File: config.mk
export PLATFORM = sky130hd
export DESIGN_NAME = serial_bus
export DESIGN_NICKNAME = d
export VERILOG_FILES = /design/src/serial_bus_pkg.sv /design/src/serial_link_if.sv /design/src/serial_bus.sv /design/src/target_port.sv /design/src/addr_decoder.sv /design/src/init_port.sv /design/src/bus_arbiter.sv
export VERILOG_INCLUDE_DIRS = /design/src /design/src/src
export SDC_FILE = /design/constraint.sdc
export NUM_CORES = 1
export LEC_CHECK = 0
export ABC_AREA = 0
export BUFFER_PORTS_ARGS = -buffer_cell sky130_fd_sc_hd__buf_2
export CAP_MARGIN = 10
export CORE_MARGIN = 5
export CORE_UTILIZATION = 45
export DETAILED_ROUTE_END_ITERATION = 12
export HOLD_SLACK_MARGIN = 0.02
export PLACE_DENSITY = 0.67
export SYNTH_ARGS = -nofsm -noshare
export SYNTH_HDL_FRONTEND = slang
export SYNTH_SLANG_ARGS = --single-unit
File: constraint.sdc
create_clock -name clk -period 3.3 [get_ports clk]
set_clock_uncertainty 0.1 [all_clocks]
set_input_delay 0.66 -clock clk [delete_from_list [all_inputs] [get_ports clk]]
set_output_delay 0.66 -clock clk [all_outputs]
set_load 0.005 [all_outputs]
File: src/serial_bus_macros.svh
`ifndef SERIAL_BUS_MACROS_SVH
`define SERIAL_BUS_MACROS_SVH

// Transfer address width
`define BUS_ADDR_W 16

// Data byte width
`define BUS_DATA_W 8

// Bit counter wide enough for address plus data
`define BUS_CNT_W 5

`endif
File: src/serial_bus_pkg.sv
`include "serial_bus_macros.svh"

package serial_bus_pkg;

    typedef logic [`BUS_ADDR_W-1:0] bus_addr_t;
    typedef logic [`BUS_DATA_W-1:0] bus_data_t;
    typedef logic [`BUS_CNT_W-1:0]  bus_cnt_t;

    // Forward bit carries address or write data
    typedef enum logic {
        ADDR_PHASE = 1'b0,
        DATA_PHASE = 1'b1
    } bus_phase_e;

    // Address bit 15 picks the target
    typedef enum logic {
        TARGET_0 = 1'b0,
        TARGET_1 = 1'b1
    } target_sel_e;

endpackage

File: src/serial_link_if.sv
`timescale 1ns/100ps

interface serial_link_if
    import serial_bus_pkg::*;
();

    // Forward direction
    logic       data_bit;
    logic       data_valid;
    bus_phase_e phase;
    logic       rw;
    logic       busy;

    // Return direction
    logic       ret_bit;
    logic       ret_valid;
    logic       done;

    modport initiator (
        output data_bit, data_valid, phase, rw, busy,
        input  ret_bit, ret_valid, done
    );

    modport target (
        input  data_bit, data_valid, phase, rw, busy,
        output ret_bit, ret_valid, done
    );

endinterface

File: src/serial_bus.sv
`timescale 1ns/100ps

module serial_bus
    import serial_bus_pkg::*;
(
    input  logic      clk,
    input  logic      rst_n,
    input  logic      init_req_0,
    input  bus_addr_t init_addr_0,
    input  bus_data_t init_wdata_0,
    input  logic      init_rw_0,
    output logic      init_ack_0,
    output bus_data_t init_rdata_0,
    input  logic      init_req_1,
    input  bus_addr_t init_addr_1,
    input  bus_data_t init_wdata_1,
    input  logic      init_rw_1,
    output logic      init_ack_1,
    output bus_data_t init_rdata_1,
    output logic      tgt_req_0,
    output bus_addr_t tgt_addr_0,
    output bus_data_t tgt_wdata_0,
    output logic      tgt_rw_0,
    input  logic      tgt_ack_0,
    input  bus_data_t tgt_rdata_0,
    output logic      tgt_req_1,
    output bus_addr_t tgt_addr_1,
    output bus_data_t tgt_wdata_1,
    output logic      tgt_rw_1,
    input  logic      tgt_ack_1,
    input  bus_data_t tgt_rdata_1
);

    logic bus_req0;
    logic bus_req1;
    logic grant0;
    logic grant1;

    serial_link_if init_link0 ();
    serial_link_if init_link1 ();
    serial_link_if shared_link ();
    serial_link_if tgt_link0 ();
    serial_link_if tgt_link1 ();

    init_port u_init_port_0 (
        .clk(clk), .rst_n(rst_n), .init_req(init_req_0), .init_addr(init_addr_0),
        .init_wdata(init_wdata_0), .init_rw(init_rw_0), .grant(grant0),
        .bus_req(bus_req0), .init_ack(init_ack_0), .init_rdata(init_rdata_0),
        .link(init_link0)
    );

    init_port u_init_port_1 (
        .clk(clk), .rst_n(rst_n), .init_req(init_req_1), .init_addr(init_addr_1),
        .init_wdata(init_wdata_1), .init_rw(init_rw_1), .grant(grant1),
        .bus_req(bus_req1), .init_ack(init_ack_1), .init_rdata(init_rdata_1),
        .link(init_link1)
    );

    bus_arbiter u_bus_arbiter (
        .clk(clk), .rst_n(rst_n), .bus_req0(bus_req0), .bus_req1(bus_req1),
        .grant0(grant0), .grant1(grant1), .init_link0(init_link0),
        .init_link1(init_link1), .shared_link(shared_link)
    );

    addr_decoder u_addr_decoder (
        .clk(clk), .rst_n(rst_n), .shared_link(shared_link),
        .tgt_link0(tgt_link0), .tgt_link1(tgt_link1)
    );

    target_port u_target_port_0 (
        .clk(clk), .rst_n(rst_n), .tgt_ack(tgt_ack_0), .tgt_rdata(tgt_rdata_0),
        .tgt_req(tgt_req_0), .tgt_addr(tgt_addr_0), .tgt_wdata(tgt_wdata_0),
        .tgt_rw(tgt_rw_0), .link(tgt_link0)
    );

    target_port u_target_port_1 (
        .clk(clk), .rst_n(rst_n), .tgt_ack(tgt_ack_1), .tgt_rdata(tgt_rdata_1),
        .tgt_req(tgt_req_1), .tgt_addr(tgt_addr_1), .tgt_wdata(tgt_wdata_1),
        .tgt_rw(tgt_rw_1), .link(tgt_link1)
    );

endmodule

File: src/target_port.sv
`timescale 1ns/100ps
`include "serial_bus_macros.svh"

module target_port
    import serial_bus_pkg::*;
(
    input  logic      clk,
    input  logic      rst_n,
    input  logic      tgt_ack,
    input  bus_data_t tgt_rdata,
    output logic      tgt_req,
    output bus_addr_t tgt_addr,
    output bus_data_t tgt_wdata,
    output logic      tgt_rw,
    serial_link_if.target link
);

    typedef enum logic [1:0] {
        S_RECV,
        S_REQ,
        S_RET,
        S_DONE
    } state_e;

    state_e    state;
    bus_cnt_t  cnt;
    bus_data_t ret_sh;
    logic      last_bit;

    // Reads end after the address, writes after the data byte
    assign last_bit = link.data_valid &&
        ((!link.rw && cnt == bus_cnt_t'(`BUS_ADDR_W - 1)) ||
         (link.rw && cnt == bus_cnt_t'(`BUS_ADDR_W + `BUS_DATA_W - 1)));

    always_ff @(posedge clk or negedge rst_n) begin
        if (!rst_n) begin
            state <= S_RECV;
            cnt   <= '0;
        end else begin
            case (state)
                S_RECV: begin
                    if (last_bit) begin
                        cnt   <= '0;
                        state <= S_REQ;
                    end else if (link.data_valid) begin
                        cnt <= cnt + 1'b1;
                    end
                end
                S_REQ: begin
                    if (tgt_ack) begin
                        state <= tgt_rw ? S_DONE : S_RET;
                    end
                end
                S_RET: begin
                    cnt <= cnt + 1'b1;
                    if (cnt == bus_cnt_t'(`BUS_DATA_W - 1)) begin
                        cnt   <= '0;
                        state <= S_DONE;
                    end
                end
                S_DONE:  state <= S_RECV;
                default: state <= S_RECV;
            endcase
        end
    end

    always_ff @(posedge clk) begin
        if (state == S_RECV && link.data_valid) begin
            tgt_rw <= link.rw;
            if (link.phase == ADDR_PHASE) begin
                tgt_addr <= {tgt_addr[`BUS_ADDR_W-2:0], link.data_bit};
            end else begin
                tgt_wdata <= {tgt_wdata[`BUS_DATA_W-2:0], link.data_bit};
            end
        end
        if (state == S_REQ && tgt_ack) begin
            ret_sh <= tgt_rdata;
        end else if (state == S_RET) begin
            ret_sh <= ret_sh << 1;
        end
    end

    assign tgt_req        = (state == S_REQ);
    assign link.ret_valid = (state == S_RET);
    assign link.ret_bit   = (state == S_RET) && ret_sh[`BUS_DATA_W-1];
    assign link.done      = (state == S_DONE);

endmodule

File: src/addr_decoder.sv
`timescale 1ns/100ps

module addr_decoder
    import serial_bus_pkg::*;
(
    input  logic clk,
    input  logic rst_n,
    serial_link_if.target    shared_link,
    serial_link_if.initiator tgt_link0,
    serial_link_if.initiator tgt_link1
);

    logic        active;
    logic        first_bit;
    target_sel_e sel_q;
    target_sel_e cur_sel;

    assign first_bit = shared_link.data_valid && !active &&
                       (shared_link.phase == ADDR_PHASE);

    // The MSB itself steers the first bit
    assign cur_sel = first_bit ? target_sel_e'(shared_link.data_bit) : sel_q;

    always_ff @(posedge clk or negedge rst_n) begin
        if (!rst_n) begin
            active <= 1'b0;
            sel_q  <= TARGET_0;
        end else if (first_bit) begin
            active <= 1'b1;
            sel_q  <= cur_sel;
        end else if (shared_link.done) begin
            active <= 1'b0;
        end
    end

    assign tgt_link0.data_bit   = (cur_sel == TARGET_0) && shared_link.data_bit;
    assign tgt_link0.data_valid = (cur_sel == TARGET_0) && shared_link.data_valid;
    assign tgt_link0.phase      = (cur_sel == TARGET_0) ? shared_link.phase : ADDR_PHASE;
    assign tgt_link0.rw         = (cur_sel == TARGET_0) && shared_link.rw;
    assign tgt_link0.busy       = (cur_sel == TARGET_0) && shared_link.busy;

    assign tgt_link1.data_bit   = (cur_sel == TARGET_1) && shared_link.data_bit;
    assign tgt_link1.data_valid = (cur_sel == TARGET_1) && shared_link.data_valid;
    assign tgt_link1.phase      = (cur_sel == TARGET_1) ? shared_link.phase : ADDR_PHASE;
    assign tgt_link1.rw         = (cur_sel == TARGET_1) && shared_link.rw;
    assign tgt_link1.busy       = (cur_sel == TARGET_1) && shared_link.busy;

    assign shared_link.ret_bit   = (cur_sel == TARGET_1) ? tgt_link1.ret_bit : tgt_link0.ret_bit;
    assign shared_link.ret_valid = (cur_sel == TARGET_1) ? tgt_link1.ret_valid
                                                         : tgt_link0.ret_valid;
    assign shared_link.done      = (cur_sel == TARGET_1) ? tgt_link1.done : tgt_link0.done;

endmodule

File: src/init_port.sv
`timescale 1ns/100ps
`include "serial_bus_macros.svh"

module init_port
    import serial_bus_pkg::*;
(
    input  logic      clk,
    input  logic      rst_n,
    input  logic      init_req,
    input  bus_addr_t init_addr,
    input  bus_data_t init_wdata,
    input  logic      init_rw,
    input  logic      grant,
    output logic      bus_req,
    output logic      init_ack,
    output bus_data_t init_rdata,
    serial_link_if.initiator link
);

    typedef enum logic [2:0] {
        IDLE,
        WAIT_GRANT,
        SEND_ADDR,
        SEND_DATA,
        WAIT_DONE,
        ACK,
        RELEASE
    } state_e;

    state_e    state;
    bus_cnt_t  cnt;
    bus_addr_t addr_sh;
    bus_data_t wdata_sh;
    bus_data_t rdata_sh;
    logic      rw_q;

    always_ff @(posedge clk or negedge rst_n) begin
        if (!rst_n) begin
            state <= IDLE;
            cnt   <= '0;
        end else begin
            case (state)
                IDLE: begin
                    if (init_req) begin
                        state <= WAIT_GRANT;
                    end
                end
                WAIT_GRANT: begin
                    if (grant) begin
                        state <= SEND_ADDR;
                        cnt   <= '0;
                    end
                end
                SEND_ADDR: begin
                    cnt <= cnt + 1'b1;
                    if (cnt == bus_cnt_t'(`BUS_ADDR_W - 1)) begin
                        cnt   <= '0;
                        state <= rw_q ? SEND_DATA : WAIT_DONE;
                    end
                end
                SEND_DATA: begin
                    cnt <= cnt + 1'b1;
                    if (cnt == bus_cnt_t'(`BUS_DATA_W - 1)) begin
                        cnt   <= '0;
                        state <= WAIT_DONE;
                    end
                end
                WAIT_DONE: begin
                    if (link.done) begin
                        state <= ACK;
                    end
                end
                ACK: begin
                    if (!init_req) begin
                        state <= RELEASE;
                    end
                end
                // One cycle with ack low before the next capture
                RELEASE: state <= IDLE;
                default: state <= IDLE;
            endcase
        end
    end

    always_ff @(posedge clk) begin
        if (state == IDLE && init_req) begin
            addr_sh  <= init_addr;
            wdata_sh <= init_wdata;
            rw_q     <= init_rw;
        end else if (state == SEND_ADDR) begin
            addr_sh <= addr_sh << 1;
        end else if (state == SEND_DATA) begin
            wdata_sh <= wdata_sh << 1;
        end
        // Read byte arrives MSB first
        if (state == WAIT_DONE && link.ret_valid) begin
            rdata_sh <= {rdata_sh[`BUS_DATA_W-2:0], link.ret_bit};
        end
    end

    assign bus_req    = (state == WAIT_GRANT);
    assign init_ack   = (state == ACK);
    assign init_rdata = rdata_sh;

    assign link.data_valid = (state == SEND_ADDR) || (state == SEND_DATA);
    assign link.data_bit   = (state == SEND_ADDR) ? addr_sh[`BUS_ADDR_W-1]
                                                  : wdata_sh[`BUS_DATA_W-1];
    assign link.phase      = (state == SEND_DATA) ? DATA_PHASE : ADDR_PHASE;
    assign link.rw         = rw_q;
    assign link.busy       = link.data_valid || (state == WAIT_DONE);

endmodule

File: src/bus_arbiter.sv
`timescale 1ns/100ps

module bus_arbiter
    import serial_bus_pkg::*;
(
    input  logic clk,
    input  logic rst_n,
    input  logic bus_req0,
    input  logic bus_req1,
    output logic grant0,
    output logic grant1,
    serial_link_if.target    init_link0,
    serial_link_if.target    init_link1,
    serial_link_if.initiator shared_link
);

    logic last_owner;
    logic shared_busy;
    logic hold;

    assign shared_busy = grant0 ? init_link0.busy : (grant1 ? init_link1.busy : 1'b0);

    // Keep the grant while a transfer runs or the owner has not started yet
    assign hold = shared_busy || (grant0 && bus_req0) || (grant1 && bus_req1);

    always_ff @(posedge clk or negedge rst_n) begin
        if (!rst_n) begin
            grant0     <= 1'b0;
            grant1     <= 1'b0;
            last_owner <= 1'b1;
        end else if (!hold) begin
            if (bus_req0 && bus_req1) begin
                grant0     <= last_owner;
                grant1     <= !last_owner;
                last_owner <= !last_owner;
            end else begin
                grant0 <= bus_req0;
                grant1 <= bus_req1;
                if (bus_req0) begin
                    last_owner <= 1'b0;
                end else if (bus_req1) begin
                    last_owner <= 1'b1;
                end
            end
        end
    end

    always_comb begin
        shared_link.data_bit   = 1'b0;
        shared_link.data_valid = 1'b0;
        shared_link.phase      = ADDR_PHASE;
        shared_link.rw         = 1'b0;
        shared_link.busy       = shared_busy;
        init_link0.ret_bit     = 1'b0;
        init_link0.ret_valid   = 1'b0;
        init_link0.done        = 1'b0;
        init_link1.ret_bit     = 1'b0;
        init_link1.ret_valid   = 1'b0;
        init_link1.done        = 1'b0;
        if (grant0) begin
            shared_link.data_bit   = init_link0.data_bit;
            shared_link.data_valid = init_link0.data_valid;
            shared_link.phase      = init_link0.phase;
            shared_link.rw         = init_link0.rw;
            init_link0.ret_bit     = shared_link.ret_bit;
            init_link0.ret_valid   = shared_link.ret_valid;
            init_link0.done        = shared_link.done;
        end else if (grant1) begin
            shared_link.data_bit   = init_link1.data_bit;
            shared_link.data_valid = init_link1.data_valid;
            shared_link.phase      = init_link1.phase;
            shared_link.rw         = init_link1.rw;
            init_link1.ret_bit     = shared_link.ret_bit;
            init_link1.ret_valid   = shared_link.ret_valid;
            init_link1.done        = shared_link.done;
        end
    end

endmodule

---- Word-level counts from Yosys, hierarchy flattened ----
Cells that the tools add are included.
W data, S select, Z words.
storage, ports and cells
  output and inout bits ................... 70
  flip-flop bits (word level) ............. 167
  word-level logic and storage cells ...... 249
  bits of input ports ..................... 72
cells by class
  reductions and logical operators ........ 71
  muxes and demuxes ....................... 89
  equality and inequality tests ........... 48
  add/subtract/negate cells ............... 4
  bitwise operators ....................... 6
operator list
  cell                   number
  $mux W8                10
  $mux W16               4
  $mux W5                12
  $mux W3                14
  $pmux W3 S6            2
  $mux W1                35
  $pmux W5 S3            2
  $logic_and A1 B1 Y1    27
  $ne A2 B1 Y1 const B   12
  $reduce_and A2 Y1      11
  $add A5 B1 Y5 const B  4
  $eq A5 B3 Y1 const B   4
  $eq A5 B4 Y1 const B   4
  $pmux W5 S2            2
  $reduce_bool A2 Y1     9
  $ne A2 B2 Y1 const B   8
  $pmux W2 S4            2
  $eq A3 B2 Y1 const B   4
  $eq A3 B3 Y1 const B   4
  $mux W2                6
  $reduce_and A6 Y1      2
  $eq A5 B5 Y1 const B   2
  $reduce_bool A3 Y1     3
  $eq A2 B2 Y1 const B   4
  10 further kinds       31

---- Logic depth before layout (Yosys ltp) ----
  depth after elaboration ................. 15
  gate-level depth with buffers ........... 9
  mapped depth without buffers ............ 9

---- Hierarchy ----
From an unflattened synthesis, not the netlist that was laid out.
second synthesis, totals
  cell total of the unflattened synthesis .. 518
  area, all modules ....................... 7549.7 um^2
by module, submodules not included
  module        area each (um^2)  sequential area each (um^2)  times used  cells an instance
  init_port     1874.3            1191.1                       2           128
  target_port   1650.3            1166.1                       2           105
  bus_arbiter   265.3             76.3                         1           32
  addr_decoder  235.2             50.0                         1           20

---- Worst setup path after synthesis ----
No wires, ideal clock.
  kind .................................... reg-to-reg
  start point ............................. register u_init_port_0.state[2]
  end point ............................... register u_init_port_1.rdata_sh[0] (netlist: u_init_port_1.init_rdata[0]) (enable)
  stages on the path, launching flop included .. 8
  arrival time ............................ 2.376 ns
  slack ................................... 0.429 ns
  clock period less this slack ............ 2.871 ns
  buffers on the path ..................... 1
  library setup time ...................... 0.395 ns
  data required time ...................... 2.805 ns
  cells stage by stage .................... dfrtp_1 buf_4 nand4b_2 o211a_1 a21oi_2 nor2_2 mux2i_1 nor4_1
on the way
  longest elaborated chain between the ends .. 10
  elaborated cells between the ends (all ways) .. 16
  those cells by class .................... eq/ne (2); mux (9); bitwise (1); reduce/logical (4)
ends and longest elaborated chain
  element                                            line                                                  source
  start: declaration                                 init_port.sv:30                                       state_e state;
  start signal: assignment                           init_port.sv:58                                       state <= rw_q ? SEND_DATA : WAIT_DONE;
  $eq A3 B2 Y1 (on tied branches)                    init_port.sv:105, init_port.sv:108, init_port.sv:106
  $mux W1 or $logic_or A1 B1 Y1 (tied branches)      init_port.sv:108, init_port.sv:105
  $mux W1                                            bus_arbiter.sv:60                                     if (grant0) begin
  $not A1 Y1 or $logic_and A1 B1 Y1 (tied branches)  addr_decoder.sv:19, addr_decoder.sv:18
  $logic_and A1 B1 Y1                                addr_decoder.sv:18                                    assign first_bit = shared_link.data_valid && !active &&
  $mux W1 (*)                                        addr_decoder.sv:22                                    assign cur_sel = first_bit ? target_sel_e'(shared_link.data_bit) : sel_q;
  $mux W1 (*)                                        addr_decoder.sv:49                                    assign shared_link.ret_valid = (cur_sel == TARGET_1) ? tgt_link1.ret_valid
  $mux W1 (*)                                        bus_arbiter.sv:68                                     end else if (grant1) begin
  $mux W1 (*)                                        bus_arbiter.sv:60
  $logic_and A1 B1 Y1 (*)                            init_port.sv:96                                       if (state == WAIT_DONE && link.ret_valid) begin
  end signal: assignment                             init_port.sv:97                                       rdata_sh <= {rdata_sh[`BUS_DATA_W-2:0], link.ret_bit};
  end: declaration                                   init_port.sv:34                                       bus_data_t rdata_sh;
Every way passes the cells marked *; elsewhere a longest branch is shown, timed or not.
A chain may end at the register's enable or synchronous reset.

---- Worst setup path in the final report ----
  start point ............................. register u_init_port_0.state[1]
  end point ............................... register u_init_port_1.rdata_sh[2] (netlist: u_init_port_1.init_rdata[2]) (enable)
The elaborated chain is that of the path after synthesis.

==> flow_metrics.py <==
metrics = {
    "placed_design": {
        "gp_congestion": 0.919,
        "place_hpwl_um": 10900,
        "io_buffer_count": 141,
    },
    "synth": {
        "yosys.area_share.simple": 0.0911,
        "syn-num-nets": 593,
        "synth_ff_type": "edfxtp_1",
        "synthAdderAreaFrac": 0.0308,
        "synth-xor-area-share": 0.00360,
        "ys_seq_area_frac": 0.662,
        "synthMuxAreaShare": 0.109,
        "synth_area_sq_mm": 0.00731,
        "synth_edf_count": 132,
        "yosys_warnings": 0,
        "synth-seq-cells": 167,
        "avgSynthCellArea_sq_um": 14.5,
        "yosys.cell_types.count": 65,
        "syn_inst": 503,
        "synth_compound_area_frac": 0.0786,
        "synthArstFlopShare": 0.210,
        "synth_top_family_by_area": "multiplexers",
    },
    "run_status": {
        "status": "completed",
    },
    "clock_network": {
        "clock-sinks": 167,
        "cts_setup_buffers": 0,
        "cts_tree": "built",
        "numCtsBuffers": 17,
        "ctsHoldBuffers": 0,
        "cts-htree-levels": 4,
        "cts.clk_slew.worst_paths_ps": 70,
        "insertion_delay_ps": 430,
        "post_cts_resized": 0,
        "root_buffer": "clkbuf_16",
        "clockBufferDepth": 2,
    },
    "worst_setup_path": {
        "worst-endpoint-arrival_ps": 2810,
        "crit_slowest_cell": "dfrtp_1",
        "path_buf_inv": 1,
        "max_stage_delay_ps": 610,
        "path_max_fanout": 13,
        "critPathKind": "register to register",
        "worst_ep_required_time_ps": 3340,
        "cp_top_family": "simple AND/OR/NAND/NOR gates",
        "worstPathCellList": "nor3b_2 > mux2i_2 > nor4_4 > nor2_2 > mux2i_1 > nor4_2 > buf_4",
        "critPathLaunchType": "register",
        "crit_path_end_kind": "register",
    },
    "floorplanning": {
        "die_h_um": 137,
        "ios": 142,
        "dieWidth_um": 137,
        "coreArea_sq_mm": 0.0159,
        "start_util": 0.460,
        "row_count": 46,
        "floorplan.die_area_sq_mm": 0.0189,
    },
    "layout": {
        "nets": 748,
        "layout-drive-gt1-share": 0.387,
        "ff_latch_area_sq_mm": 0.00484,
        "area_growth_pct": 21.5,
        "final_cell_mix": "buf_2, edfxtp_1, mux2_2",
        "layout_commonest_cell": "buf_2",
        "diodes": 0,
        "fillers": 1311,
        "multi_input_area_sq_mm": 0.00231,
    },
    "drt": {
        "dr_wl_met2_um": 7280,
        "drt-pass1-iter-count": 4,
        "ant_nets": 0,
        "met3_wirelength_um": 1090,
        "top_layer": "met4",
        "drt-total-wl_um": 14800,
        "route.detailed.drc": 0,
        "wire_per_inst_um": 16.7,
        "dr_total_vias": 4714,
        "drt_iter0_drc": 335,
        "wl_met1_um": 6210,
        "viasPerCell": 5.31,
    },
    "min_path": {
        "worstHoldPathType": "input pin to async pin",
    },
    "sta": {
        "period_share": 0.839,
        "maxSlewHeadroom": 0.424,
        "whs_ps": 247,
        "timing.fmax_mhz": 361,
        "min_period_ps": 2770,
        "final-hold-violation-count": 0,
        "tightestPinTransition_ps": 864,
        "setup_viol": 0,
        "rsz0062_at_grt": "false",
        "setup_tns_ps": 0,
        "finalMaxSlewViolations": 0,
    },
    "global_routing": {
        "grt_max_degree": 36,
        "grt_usage": 0.160,
        "grt_pass1_wl_um": 23600,
        "grt-ovfl-total": 0,
        "antenna_found_initial": 0,
        "grt_pass1_vias": 4845,
    },
    "pwr": {
        "p_total_uw": 7510,
        "powerDensity_mw_per_mm2": 845,
        "irDropWorstVdd_mv": 0.480,
        "p_leak_uw": 0.00355,
    },
    "run": {
        "cap_violations": 0,
    },
}
==> sequential cells by signal (all words and copies together) (netlist names), 2 cells and up <==
signal / cells
u_init_port_0.init_rdata: 8
u_target_port_1.ret_sh: 8
u_init_port_1.state: 3
u_init_port_0.state: 3
u_target_port_0.tgt_addr: 16
u_target_port_0.cnt: 5
u_init_port_1.init_rdata: 8
u_init_port_1.addr_sh: 16
u_init_port_0.addr_sh: 16
u_init_port_0.wdata_sh: 8
u_target_port_1.cnt: 5
u_init_port_1.wdata_sh: 8
u_target_port_1.state: 2
u_target_port_0.ret_sh: 8
u_init_port_1.cnt: 5
u_target_port_1.tgt_wdata: 8
u_init_port_0.cnt: 5
u_target_port_1.tgt_addr: 16
u_target_port_0.state: 2
u_target_port_0.tgt_wdata: 8
==> cell usage after synthesis (all sizes together) (5+ instances only) <==
library cell	number	area, sq um
a21oi	18	93.8
a22o	6	52.6
and2	6	37.5
and3	7	43.8
buf	6	46.3
clkbuf	7	26.3
dfrtp	34	851
edfxtp	132	3960
ha	18	225
inv	28	105
mux2	64	721
mux2i	7	77.6
nand2	33	124
nand2b	5	31.3
nand3	9	45.0
nand3b	6	48.8
nor2	21	81.3
nor2b	5	31.3
nor3	12	65.1
o211ai	8	73.8
o21ai	18	90.1
==> kinds of logic after synthesis <==
kind of cell               Yosys count
xor gates and xnor gates             3
adders and majority gates           18
AOI/OAI and AO/OA                   82
buffers and inverters               41
DFF                                167
muxes                               71
and+or+nand+nor                    121
==> final cells by class <==
cell class	count	area share
Inverter	28	0.0118
Tap cell	216	0.0304
Multi-Input combinational cell	295	0.260
Timing Repair Buffer	149	0.0862
Sequential cell	167	0.545
Clock inverter	15	0.0186
Clock buffer	17	0.0479
==> worst paths after layout <==
kind	from	to	slack [ps]	depth (start not counted)
setup / recovery	u_init_port_0.state[1]	u_init_port_1.init_rdata[2]	530	7
hold / removal	rst_n	u_target_port_0.cnt[1]	250	1
setup reg to reg	u_init_port_0.state[1]	u_init_port_1.init_rdata[2]	530	7
hold reg to reg	u_target_port_1.tgt_wdata[4]	u_target_port_1.tgt_wdata[5]	350	0
max in group asynchronous	rst_n	u_addr_decoder.sel_q	2310	1
min in group clk	init_rw_1	u_init_port_1.link.rw	310	1
==> report_power, final <==
group | total (uW) | switching (uW) | internal (uW)
sequential | 3430 | 372 | 3060
clock | 1980 | 846 | 1130
combinational | 2100 | 1150 | 947
==> per-stage QoR <==
stage | area [sq um] | worst slack, ps | instances | utilization
after floorplan | 7310 | 429 | 503 | -
after global placement | 8290 | 669 | 855 | 0.522
after detailed placement | 8290 | 549 | 855 | 0.522
after CTS | 8880 | 524 | 887 | 0.559
after global routing | 8880 | 303 | 887 | 0.559
final | 8880 | 531 | 887 | 0.559
==> layer usage <==
layer / track usage / vias up
met1: 0.199 / 2333
met5: 0 / -
met2: 0.263 / 147
met4: 0.0576 / 0
met3: 0.0508 / 15
li1: - / 2219
==> worst register-to-register path, cell delays in order (launching register included) <==
cell and delay, ps:
dfrtp_1 610, nor3b_2 310, mux2i_2 430, nor4_4 130, nor2_2 320, mux2i_1 190
nor4_2 180, buf_4 220
Note: power is estimated with default switching activity, not from simulation.
